File: config.mk
export PLATFORM = sky130hd
export DESIGN_NAME = cpu4_top
export DESIGN_NICKNAME = d
export VERILOG_FILES = /design/src/hw/cpu4_pkg.sv /design/src/hw/cpu4_regs.sv /design/src/hw/cpu4_decoder.sv /design/src/hw/cpu4_control.sv /design/src/hw/cpu4_top.sv
export VERILOG_INCLUDE_DIRS = /design/src /design/src/include
export SDC_FILE = /design/constraint.sdc
export NUM_CORES = 1
export LEC_CHECK = 0
export ABC_AREA = 1
export BUFFER_PORTS_ARGS = -buffer_cell sky130_fd_sc_hd__buf_2
export CAP_MARGIN = 10
export CELL_PAD_IN_SITES_DETAIL_PLACEMENT = 0
export CELL_PAD_IN_SITES_GLOBAL_PLACEMENT = 1
export CORE_ASPECT_RATIO = 1.2
export CORE_UTILIZATION = 25
export CTS_BUF_LIST = sky130_fd_sc_hd__clkbuf_16
export DETAILED_ROUTE_END_ITERATION = 6
export PLACE_DENSITY = 0.5
export SYNTH_ARGS = -nofsm -noshare
export SYNTH_HDL_FRONTEND = slang
export SYNTH_HIERARCHICAL = 1
export SYNTH_SLANG_ARGS = --single-unit
File: constraint.sdc
create_clock -name clk -period 3.4 [get_ports clk]
set_clock_uncertainty 0.15 [all_clocks]
set_input_delay 0.51 -clock clk [delete_from_list [all_inputs] [get_ports clk]]
set_output_delay 0.51 -clock clk [all_outputs]
set_load 0.03 [all_outputs]
File: src/include/cpu4_config.svh
`ifndef CPU4_CONFIG_SVH
`define CPU4_CONFIG_SVH

`define CPU4_PC_RESET    12'h100
`define CPU4_SP_RESET    8'hF0

// opcode bases and the masks that select their fixed bits.
`define CPU4_OP_LD_R_I   12'hE00
`define CPU4_MASK_LD_R_I 12'hFC0
`define CPU4_OP_LD_X_E   12'hB00
`define CPU4_OP_LD_Y_E   12'h800
`define CPU4_MASK_LD_E   12'hF00

`define CPU4_OP_PUSH     12'hFC0
`define CPU4_OP_POP      12'hFD0
`define CPU4_MASK_STACK  12'hFF0
`define CPU4_SRC_LAST    4'hA     // F is the last stack source.

`define CPU4_OP_NOP      12'hFFB

`endif

File: src/hw/cpu4_pkg.sv
package cpu4_pkg;

  typedef logic [3:0]  nibble_t;
  typedef logic [11:0] opcode_t;
  typedef logic [11:0] addr_t;
  typedef logic [7:0]  sp_t;   // stack lives in page 0.
  typedef logic [7:0]  imm_t;

  // same bit order as the F nibble.
  typedef struct packed {
    logic interrupt;
    logic decimal;
    logic zero;
    logic carry;
  } flags_t;

  typedef enum logic [2:0] {
    OP_NOP,
    OP_LD_R_I,
    OP_LD_X_E,
    OP_LD_Y_E,
    OP_PUSH,
    OP_POP
  } op_e;

  // values equal the low nibble of the PUSH and POP opcodes.
  typedef enum logic [3:0] {
    SRC_A  = 4'h0,
    SRC_B  = 4'h1,
    SRC_MX = 4'h2,
    SRC_MY = 4'h3,
    SRC_XP = 4'h4,
    SRC_XH = 4'h5,
    SRC_XL = 4'h6,
    SRC_YP = 4'h7,
    SRC_YH = 4'h8,
    SRC_YL = 4'h9,
    SRC_F  = 4'hA
  } src_e;

  typedef enum logic [2:0] {
    ST_FETCH,
    ST_DECODE,
    ST_READ,
    ST_WRITE,
    ST_RETIRE
  } ctrl_state_e;

  typedef struct packed {
    logic  cyc;
    logic  stb;
    addr_t adr;
  } ibus_req_t;

  typedef struct packed {
    logic    ack;
    opcode_t dat;
  } ibus_rsp_t;

  typedef struct packed {
    logic    cyc;
    logic    stb;
    logic    we;
    addr_t   adr;
    nibble_t dat;
  } dbus_req_t;

  typedef struct packed {
    logic    ack;
    nibble_t dat;
  } dbus_rsp_t;

  // pair writes dat_hi:dat into the low byte of X or Y.
  typedef struct packed {
    logic    en;
    logic    pair;
    src_e    tgt;
    nibble_t dat_hi;
    nibble_t dat;
    logic    sp_inc;
    logic    sp_dec;
  } reg_wr_t;

  typedef struct packed {
    nibble_t a;
    nibble_t b;
    addr_t   x;
    addr_t   y;
    sp_t     sp;
    addr_t   pc;
    flags_t  flags;
  } cpu_regs_t;

endpackage

File: src/hw/cpu4_regs.sv
`timescale 1ns/1ps
`include "cpu4_config.svh"

module cpu4_regs
  import cpu4_pkg::*;
(
  input  logic      clk,
  input  logic      rst_n,
  input  reg_wr_t   wr,
  input  logic      pc_inc,
  output cpu_regs_t state
);

  nibble_t a;
  nibble_t b;
  addr_t   x;
  addr_t   y;
  sp_t     sp;
  addr_t   pc;
  flags_t  flags;

  always_ff @(posedge clk or negedge rst_n) begin
    if (!rst_n) begin
      a     <= '0;
      b     <= '0;
      x     <= '0;
      y     <= '0;
      sp    <= `CPU4_SP_RESET;
      pc    <= `CPU4_PC_RESET;
      flags <= '0;
    end else begin
      if (pc_inc) begin
        pc <= pc + 12'd1;
      end

      if (wr.sp_inc) begin
        sp <= sp + 8'd1;
      end else if (wr.sp_dec) begin
        sp <= sp - 8'd1;
      end

      if (wr.en) begin
        case (wr.tgt)
          SRC_A:  a <= wr.dat;
          SRC_B:  b <= wr.dat;
          SRC_XP: x[11:8] <= wr.dat;
          SRC_XH: x[7:4] <= wr.dat;
          SRC_XL: begin
            x[3:0] <= wr.dat;
            if (wr.pair) begin
              x[7:4] <= wr.dat_hi; // LD X,e.
            end
          end
          SRC_YP: y[11:8] <= wr.dat;
          SRC_YH: y[7:4] <= wr.dat;
          SRC_YL: begin
            y[3:0] <= wr.dat;
            if (wr.pair) begin
              y[7:4] <= wr.dat_hi;
            end
          end
          SRC_F:  flags <= flags_t'(wr.dat);
          default: begin
            // MX and MY live in RAM, not here.
          end
        endcase
      end
    end
  end

  assign state = '{
    a:     a,
    b:     b,
    x:     x,
    y:     y,
    sp:    sp,
    pc:    pc,
    flags: flags
  };

  // control never moves SP both ways in one instruction.
  a_sp_one_way: assert property (
    @(posedge clk) disable iff (!rst_n)
    !(wr.sp_inc && wr.sp_dec)
  );

  // byte loads only land on the low byte of X or Y.
  a_pair_target: assert property (
    @(posedge clk) disable iff (!rst_n)
    (wr.en && wr.pair) |-> (wr.tgt inside {SRC_XL, SRC_YL})
  );

endmodule

File: src/hw/cpu4_decoder.sv
`timescale 1ns/1ps
`include "cpu4_config.svh"

module cpu4_decoder
  import cpu4_pkg::*;
(
  input  opcode_t opcode,
  output op_e     op,
  output src_e    src,
  output imm_t    imm
);

  logic is_ld_r_i;
  logic is_ld_x_e;
  logic is_ld_y_e;
  logic is_push;
  logic is_pop;
  logic stack_src_ok;

  // E00-E3F, r in [5:4], i in [3:0].
  assign is_ld_r_i = (opcode & `CPU4_MASK_LD_R_I) == `CPU4_OP_LD_R_I;

  // B00-BFF and 800-8FF carry the byte in [7:0].
  assign is_ld_x_e = (opcode & `CPU4_MASK_LD_E) == `CPU4_OP_LD_X_E;
  assign is_ld_y_e = (opcode & `CPU4_MASK_LD_E) == `CPU4_OP_LD_Y_E;

  // FCB-FCF and FDB-FDF fall through to NOP.
  assign stack_src_ok = opcode[3:0] <= `CPU4_SRC_LAST;
  assign is_push = ((opcode & `CPU4_MASK_STACK) == `CPU4_OP_PUSH) && stack_src_ok;
  assign is_pop  = ((opcode & `CPU4_MASK_STACK) == `CPU4_OP_POP) && stack_src_ok;

  always_comb begin
    op  = OP_NOP;
    src = SRC_A;
    imm = '0;

    if (is_ld_r_i) begin
      op  = OP_LD_R_I;
      src = src_e'({2'b00, opcode[5:4]}); // A, B, MX, MY.
      imm = {4'h0, opcode[3:0]};
    end else if (is_ld_x_e) begin
      op  = OP_LD_X_E;
      src = SRC_XL;
      imm = opcode[7:0];
    end else if (is_ld_y_e) begin
      op  = OP_LD_Y_E;
      src = SRC_YL;
      imm = opcode[7:0];
    end else if (is_push) begin
      op  = OP_PUSH;
      src = src_e'(opcode[3:0]);
    end else if (is_pop) begin
      op  = OP_POP;
      src = src_e'(opcode[3:0]);
    end
  end

endmodule

File: src/hw/cpu4_control.sv
`timescale 1ns/1ps

module cpu4_control
  import cpu4_pkg::*;
(
  input  logic      clk,
  input  logic      rst_n,
  input  op_e       op,
  input  src_e      src,
  input  imm_t      imm,
  input  cpu_regs_t regs,
  output opcode_t   opcode,
  output ibus_req_t ibus,
  input  ibus_rsp_t ibus_rsp,
  output dbus_req_t dbus,
  input  dbus_rsp_t dbus_rsp,
  output reg_wr_t   wr,
  output logic      pc_inc
);

  ctrl_state_e state;
  ctrl_state_e state_nxt;

  logic    ib_cyc;
  addr_t   ib_adr;
  nibble_t rd_q;      // nibble carried from READ to WRITE or RETIRE.
  logic    src_mem;
  logic    wr_bus;
  addr_t   mem_adr;
  addr_t   stack_adr;
  sp_t     push_sp;
  nibble_t src_val;

  assign src_mem   = (src == SRC_MX) || (src == SRC_MY);
  assign mem_adr   = (src == SRC_MY) ? regs.y : regs.x;
  assign stack_adr = {4'h0, regs.sp};
  assign push_sp   = regs.sp - 8'd1; // SP itself moves at retire.

  // pop into a register spends WRITE without a bus cycle.
  assign wr_bus = (op != OP_POP) || src_mem;

  always_comb begin
    case (src)
      SRC_A:   src_val = regs.a;
      SRC_B:   src_val = regs.b;
      SRC_XP:  src_val = regs.x[11:8];
      SRC_XH:  src_val = regs.x[7:4];
      SRC_XL:  src_val = regs.x[3:0];
      SRC_YP:  src_val = regs.y[11:8];
      SRC_YH:  src_val = regs.y[7:4];
      SRC_YL:  src_val = regs.y[3:0];
      SRC_F:   src_val = nibble_t'(regs.flags);
      default: src_val = rd_q; // MX and MY come back from RAM.
    endcase
  end

  always_ff @(posedge clk or negedge rst_n) begin
    if (!rst_n) begin
      state <= ST_FETCH;
    end else begin
      state <= state_nxt;
    end
  end

  always_comb begin
    state_nxt = state;
    case (state)
      ST_FETCH: begin
        if (ib_cyc && ibus_rsp.ack) begin
          state_nxt = ST_DECODE;
        end
      end
      ST_DECODE: begin
        case (op)
          OP_PUSH:   state_nxt = src_mem ? ST_READ : ST_WRITE;
          OP_POP:    state_nxt = ST_READ;
          OP_LD_R_I: state_nxt = src_mem ? ST_WRITE : ST_RETIRE;
          default:   state_nxt = ST_RETIRE;
        endcase
      end
      ST_READ: begin
        if (dbus_rsp.ack) begin
          state_nxt = ST_WRITE;
        end
      end
      ST_WRITE: begin
        if (!wr_bus || dbus_rsp.ack) begin
          state_nxt = ST_RETIRE;
        end
      end
      default: state_nxt = ST_FETCH;
    endcase
  end

  // first FETCH cycle picks up the PC that advanced at retire.
  always_ff @(posedge clk or negedge rst_n) begin
    if (!rst_n) begin
      ib_cyc <= 1'b0;
    end else if (state == ST_FETCH) begin
      if (!ib_cyc) begin
        ib_cyc <= 1'b1;
      end else if (ibus_rsp.ack) begin
        ib_cyc <= 1'b0;
      end
    end
  end

  always_ff @(posedge clk) begin
    if (state == ST_FETCH && !ib_cyc) begin
      ib_adr <= regs.pc;
    end
    if (ib_cyc && ibus_rsp.ack) begin
      opcode <= ibus_rsp.dat;
    end
    if (state == ST_READ && dbus_rsp.ack) begin
      rd_q <= dbus_rsp.dat;
    end
  end

  assign ibus = '{cyc: ib_cyc, stb: ib_cyc, adr: ib_adr};

  always_comb begin
    dbus = '0;
    if (state == ST_READ) begin
      dbus.cyc = 1'b1;
      dbus.stb = 1'b1;
      dbus.adr = (op == OP_POP) ? stack_adr : mem_adr;
    end else if (state == ST_WRITE && wr_bus) begin
      dbus.cyc = 1'b1;
      dbus.stb = 1'b1;
      dbus.we  = 1'b1;
      dbus.adr = (op == OP_PUSH) ? {4'h0, push_sp} : mem_adr;
      if (op == OP_LD_R_I) begin
        dbus.dat = imm[3:0];
      end else if (op == OP_PUSH) begin
        dbus.dat = src_val;
      end else begin
        dbus.dat = rd_q;
      end
    end
  end

  // one command per instruction, all at retire.
  always_comb begin
    wr = '0;
    if (state == ST_RETIRE) begin
      case (op)
        OP_LD_R_I: begin
          wr.en  = !src_mem;
          wr.tgt = src;
          wr.dat = imm[3:0];
        end
        OP_LD_X_E, OP_LD_Y_E: begin
          wr.en     = 1'b1;
          wr.pair   = 1'b1;
          wr.tgt    = src;
          wr.dat    = imm[3:0];
          wr.dat_hi = imm[7:4];
        end
        OP_PUSH: wr.sp_dec = 1'b1;
        OP_POP: begin
          wr.en     = !src_mem;
          wr.tgt    = src;
          wr.dat    = rd_q;
          wr.sp_inc = 1'b1;
        end
        default: begin
        end
      endcase
    end
  end

  assign pc_inc = (state == ST_RETIRE);

  a_stb_cyc: assert property (
    @(posedge clk) disable iff (!rst_n)
    (!ibus.stb || ibus.cyc) && (!dbus.stb || dbus.cyc)
  );

  a_ibus_hold: assert property (
    @(posedge clk) disable iff (!rst_n)
    (ibus.stb && !ibus_rsp.ack) |=> $stable(ibus)
  );

  a_dbus_hold: assert property (
    @(posedge clk) disable iff (!rst_n)
    (dbus.stb && !dbus_rsp.ack) |=> $stable(dbus)
  );

  // a read keeps we low through its ack.
  a_read_no_we: assert property (
    @(posedge clk) disable iff (!rst_n)
    ($rose(dbus.stb) && !dbus.we) |-> (!dbus.we until_with dbus_rsp.ack)
  );

endmodule

File: src/hw/cpu4_top.sv
`timescale 1ns/1ps

module cpu4_top
  import cpu4_pkg::*;
(
  input  logic      clk,
  input  logic      rst_n,
  output ibus_req_t ibus,
  input  ibus_rsp_t ibus_rsp,
  output dbus_req_t dbus,
  input  dbus_rsp_t dbus_rsp
);

  cpu_regs_t regs;
  reg_wr_t   wr;
  logic      pc_inc;
  opcode_t   opcode;
  op_e       op;
  src_e      src;
  imm_t      imm;

  cpu4_regs i_cpu4_regs (
    .clk    (clk),
    .rst_n  (rst_n),
    .wr     (wr),
    .pc_inc (pc_inc),
    .state  (regs)
  );

  cpu4_decoder i_cpu4_decoder (
    .opcode (opcode),
    .op     (op),
    .src    (src),
    .imm    (imm)
  );

  cpu4_control i_cpu4_control (
    .clk      (clk),
    .rst_n    (rst_n),
    .op       (op),
    .src      (src),
    .imm      (imm),
    .regs     (regs),
    .opcode   (opcode),
    .ibus     (ibus),
    .ibus_rsp (ibus_rsp),
    .dbus     (dbus),
    .dbus_rsp (dbus_rsp),
    .wr       (wr),
    .pc_inc   (pc_inc)
  );

endmodule

# Yosys cells after proc, flatten, opt, wreduce, memory -nomap -nowiden
# Cells that the tools add are included.
# classes
add_sub_neg,3
magnitude_cmp,1
eq_ne,38
n_mux,46
n_reduce_logical,32
# op_table
cell,count
$mux 12,4
$mux 4,11
$mux 8,5
$pmux 4 s9,1
$eq 4x3->1 const B,8
$eq 4x4->1 const B,8
$mux 3,9
$pmux 4 s2,3
$mux 19,1
$eq 8x8->1 const B,2
$mux 16,1
$reduce_and 2->1,7
$add 12x1->12 const B,1
$eq 3x2->1 const B,4
$pmux 3 s4,1
$eq 3x3->1 const B,3
$pmux 3 s3,1
$reduce_and 3->1,3
$add 8x1->8 const B,1
$eq 4x1->1 const B,2
$eq 4x2->1 const B,2
$logic_not 4->1,2
$ne 2x1->1 const B,4
$sub 8x1->8 const B,1
16 further kinds,35
# totals
ff_bits,88
in_bits,20
out_inout_bits,33
word_cells,139

# Logic depth before layout (Yosys ltp)
# depth
word_depth,15
mapped_depth,19
mapped_depth_nobuf,19

# Cells and area by module
# The synthesis kept the hierarchy.
# by_module_without_submodules
module,instances,cells_per_inst,area_per_inst_um2,seq_area_each_um2
cpu4_regs,1,288,2592.5,1407.6
cpu4_control,1,319,2324.7,940.9
cpu4_decoder,1,53,236.5,0.0

# Worst setup path before layout
# Ideal clock, no wire load.
# synth_timing
path_kind,register to output
start,register i_cpu4_control.opcode[5]
end,output port dbus[0] (netlist name)
arrival_time_ns,2.252
required_time_ns,2.740
setup_slack_ns,0.488
stages_incl_launch_ff,16
path_buffers,0
cell_sequence,edfxtp_1 > inv_1 > nand2_1 > nor2_1 > nand3_2 > nand2_2 > nand2_1 > a21oi_2 > inv_1 > nor2_2 > nand2_1 > nor2_1 > nor2_1 > nand3_1 > nand2_1 > a21oi_1
# synth_rtl
item,line,text
start: declaration,cpu4_control.sv:12,"output opcode_t opcode,"
start signal: assignment,cpu4_control.sv:113,opcode <= ibus_rsp.dat;
end: declaration,cpu4_top.sv:10,"output dbus_req_t dbus,"

==> flow_summary.toml <==
[yosys]
synth.avg_cell_area_um2 = 7.81
yosys-top-cells-count = "sky130_fd_sc_hd__nand2_1 (167), sky130_fd_sc_hd__nor2_1 (85), sky130_fd_sc_hd__inv_1 (74), sky130_fd_sc_hd__dfrtp_1 (55), sky130_fd_sc_hd__nand3_1 (55)"
post-synth-top-count-cell = "sky130_fd_sc_hd__nand2_1"
synth_cell_types = 40
synth-seq-cells = 88
yosysWarningCount = 6
yosys.area_share.adder = 0.0233
synth_edf_count = 28
synth_compound_area_frac = 0.103
post-synth-top-area-fraction = 0.267
synth-seq-area-share = 0.456
postSynth.topFlopCell = "sky130_fd_sc_hd__dfrtp_1"
combinational_family_with_the_most_area_after_synthesis = "simple AND/OR/NAND/NOR gates"
synthArstFlopShare = 0.682
mappedNetlistNets = 689
synth_area_leader_cell = "sky130_fd_sc_hd__dfrtp_1"
post_synth_and_or_nand_nor_area_fraction = 0.306
netlist_area_mm2 = 0.00515
synth_xor_area_frac = 0.0323
synth.top_cells.by_area = "sky130_fd_sc_hd__dfrtp_1 (27%), sky130_fd_sc_hd__edfxtp_1 (16%), sky130_fd_sc_hd__nand2_1 (12%)"
synth_cells = 660
muxShareOfSynthArea = 0.00631

[routing]
first_pass_iters = 4
vias = 4537
detail_route.drc_violations = 0
ant_nets = 0
drt_iter0_drcs = 276
wl_per_cell_um = 15.3
route.detailed.vias_per_inst = 4.48
wl_um = 15500

[die]
core_area_mm2 = 0.0203
die-area_mm2 = 0.0212
initial_core_util = 0.254
dieWidth_um = 133
boundary_pins = 53
dieHeight_um = 159
std_cell_rows = 57

[clocking]
cts.sinks = 88
clk_pin_slew_ns = 0.07
root_buffer = "sky130_fd_sc_hd__clkbuf_16"
cts_inserted_buffers = 9
cts.htree.levels = 3
tritoncts = "built"
cts.path.max_buffers = 2
clk_latency_worst_skew_pair_ns = 0.35

[outcome]
run_status = "complete, no violations"

[sta]
max_clock_freq_ghz = 0.300
layout_worst_path_cycle_share = 0.980
rsz_0062_raised_after_global_routing = "yes"
relSlewSlack = 0.646
final-hold-violation-count = 0
final-max-slew-violation-count = 0
timing_worst_slew_pin_value_ns = 0.530
final.setup.worst_slack_ns = 0.0668
setup_tns_ns = 0
setup_violating_endpoint_count_in_the_final_report = 0
min_period_ns = 3.33

[grt]
first_global_vias = 4576
grt_antenna_before_repair = 0
overflow_left_after_global_routing = 0
track_usage = 0.153
grt_max_degree = 25
grt_pass1_wl_um = 24800

[finish]
antennaDiodeCount = 0
layout-drive-gt1-share = 0.250
postLayoutCellArea_mm2 = 0.00653
final_core_util = 0.322
layout-area-overhead-vs-synth_pct = 26.7
design.final.nets = 772
nFillCells = 2220

[worst_setup_path]
setup.worst_path.class = "register to output pin"
critPathRequiredTime_ns = 2.74
timing.critical_path.fanout_max = 4
cp-end-kind = "output pin"
arrival_ns = 2.67
start_kind = "register"

[placed_design]
numPortBuffers = 52
routabilityCongestion = 0.820
placed_cell_area_mm2 = 0.00576
detailedPlace.worstSlack_ns = 0.0846
place.detailed.hpwl_um = 12000

[pwr]
sw_frac = 0.361
seq_power_share = 0.416
worst_ir_drop_vdd_mv = 0.222
pwr-share-comb = 0.277
netSwitchingPower_mw = 1.18
power.leakage_nw = 2.96
internal_power_mw = 2.09
cellPowerDensity_mw_per_mm2 = 501
clk_network_pwr_share = 0.307
power_mw = 3.27

[job]
drv_cap = 0

[min_path]
hold_path.class = "primary input to register"
-- layout make-up --
type                    count  area, µm²  share of cell area
well taps                 265        332              0.0508
flip-flops and latches     88       2350               0.360
inverters                  84        328              0.0502
multi-input cells         480       2650               0.405
clock inverters             7       73.8              0.0113
clock buffers               9        225              0.0345
repair buffers             80        579              0.0887
-- repair_timing --
| item | CTS | global route |
|---|---|---|
| hold buffers | 1 | 0 |
| resized for setup | 26 | 73 |
| gates cloned | 0 | 1 |
| pin swaps | 6 | 23 |
| setup endpoints to repair | 16 | 33 |
| endpoints found under the hold margin | 12 | 0 |
| setup buffers | 7 | 10 |
-- cell families after synthesis --
group,Yosys count
AOI/OAI and AO/OA,94
xor gates and xnor gates,19
muxes,3
buffers and inverters,92
DFF,88
and+or+nand+nor,355
adders and majority gates,9
-- per-stage QoR --
step           std cells  hold WS [ns]
2_1_floorplan        660        0.0644
3_3_place_gp         978         0.304
3_5_place_dp         978         0.305
4_1_cts             1002         0.163
5_1_grt             1013         0.165
6_report            1013         0.180
-- worst paths after layout --
check	from	end	slack [ns]	cells after the start
hold / removal	ibus_rsp[6]	i_cpu4_control/opcode[6]$_DFFE_PP_	0.18	1
setup / recovery	i_cpu4_control/opcode[10]$_DFFE_PP_	dbus[1]	0.07	14
hold reg to reg	i_cpu4_regs/pc[11]$_DFFE_PN0P_	i_cpu4_regs/pc[11]$_DFFE_PN0P_	0.32	1
max in group asynchronous	rst_n	i_cpu4_regs/pc[8]$_DFFE_PN1P_	1.81	3
min in group asynchronous	rst_n	i_cpu4_regs/y[5]$_DFFE_PN0P_	0.52	2
setup reg to reg	i_cpu4_control/opcode[10]$_DFFE_PP_	i_cpu4_regs/y[6]$_DFFE_PN0P_	0.32	13
-- metal layers --
layer / part of all wire / global-route usage
met1: 0.44 / 0.188
met2: 0.51 / 0.269
met3: 0.030 / 0.0229
met4: 0.022 / 0.0569
met5: 0 / 0
-- worst max-delay path, cell delays in order (launching register included) --
cell	delay (ns)
sky130_fd_sc_hd__edfxtp_1	0.38
sky130_fd_sc_hd__nor2_1	0.27
sky130_fd_sc_hd__nand3_2	0.17
sky130_fd_sc_hd__nand2_1	0.14
sky130_fd_sc_hd__inv_2	0.06
sky130_fd_sc_hd__a21oi_4	0.23
sky130_fd_sc_hd__inv_2	0.08
sky130_fd_sc_hd__nor2_4	0.17
sky130_fd_sc_hd__nand2_2	0.11
sky130_fd_sc_hd__nor2_1	0.14
sky130_fd_sc_hd__nor2_1	0.08
sky130_fd_sc_hd__nand3_1	0.09
sky130_fd_sc_hd__nand2_1	0.06
sky130_fd_sc_hd__a21oi_2	0.17
sky130_fd_sc_hd__buf_6	0.15
-- placed cells by master (no fill, tap or decap), drive strengths merged --
| cell type | netlist | routed |
|---|---|---|
| mux2 | 2 | 2 |
| dfstp | 5 | 5 |
| or2 | 1 | 1 |
| dfrtp | 55 | 55 |
| o211ai | 6 | 6 |
| clkbuf | 2 | 9 |
| ha | 8 | 8 |
| nand3b | 4 | 4 |
| xnor2 | 7 | 7 |
| edfxtp | 28 | 28 |
| nor3 | 8 | 8 |
| o21ai | 41 | 41 |
| a21oi | 40 | 40 |
| inv | 84 | 88 |
| clkinv | 0 | 3 |
| nand2 | 176 | 176 |
| mux2i | 1 | 1 |
| o22ai | 2 | 2 |
| nor2 | 102 | 102 |
| a31oi | 1 | 1 |
| o21bai | 4 | 4 |
| nand4 | 7 | 7 |
| buf | 6 | 79 |
| fa | 1 | 1 |
| xor2 | 12 | 12 |
| dlygate4sd3 | 0 | 1 |
| nand3 | 57 | 57 |
-- power by group through the flow --
stage | clock network (mW) | logic [mW] | registers, mW
6_report | 1.00 | 0.905 | 1.36
5_1_grt | 1.09 | 1.02 | 1.39
4_1_cts | 1.04 | 0.875 | 1.36
3_5_place_dp | 0 | 0.836 | 1.39
3_3_place_gp | 0 | 0.831 | 1.38
2_1_floorplan | 0 | 0.529 | 1.46
-- sequential cells by signal (all words and copies together), names as in the netlist, 8 cells and up --
register               cells
i_cpu4_control/ib_adr     12
i_cpu4_control/opcode     12
i_cpu4_regs/x             12
i_cpu4_regs/pc            12
i_cpu4_regs/sp             8
i_cpu4_regs/y             12
Note: power is estimated with default switching activity, not from simulation.
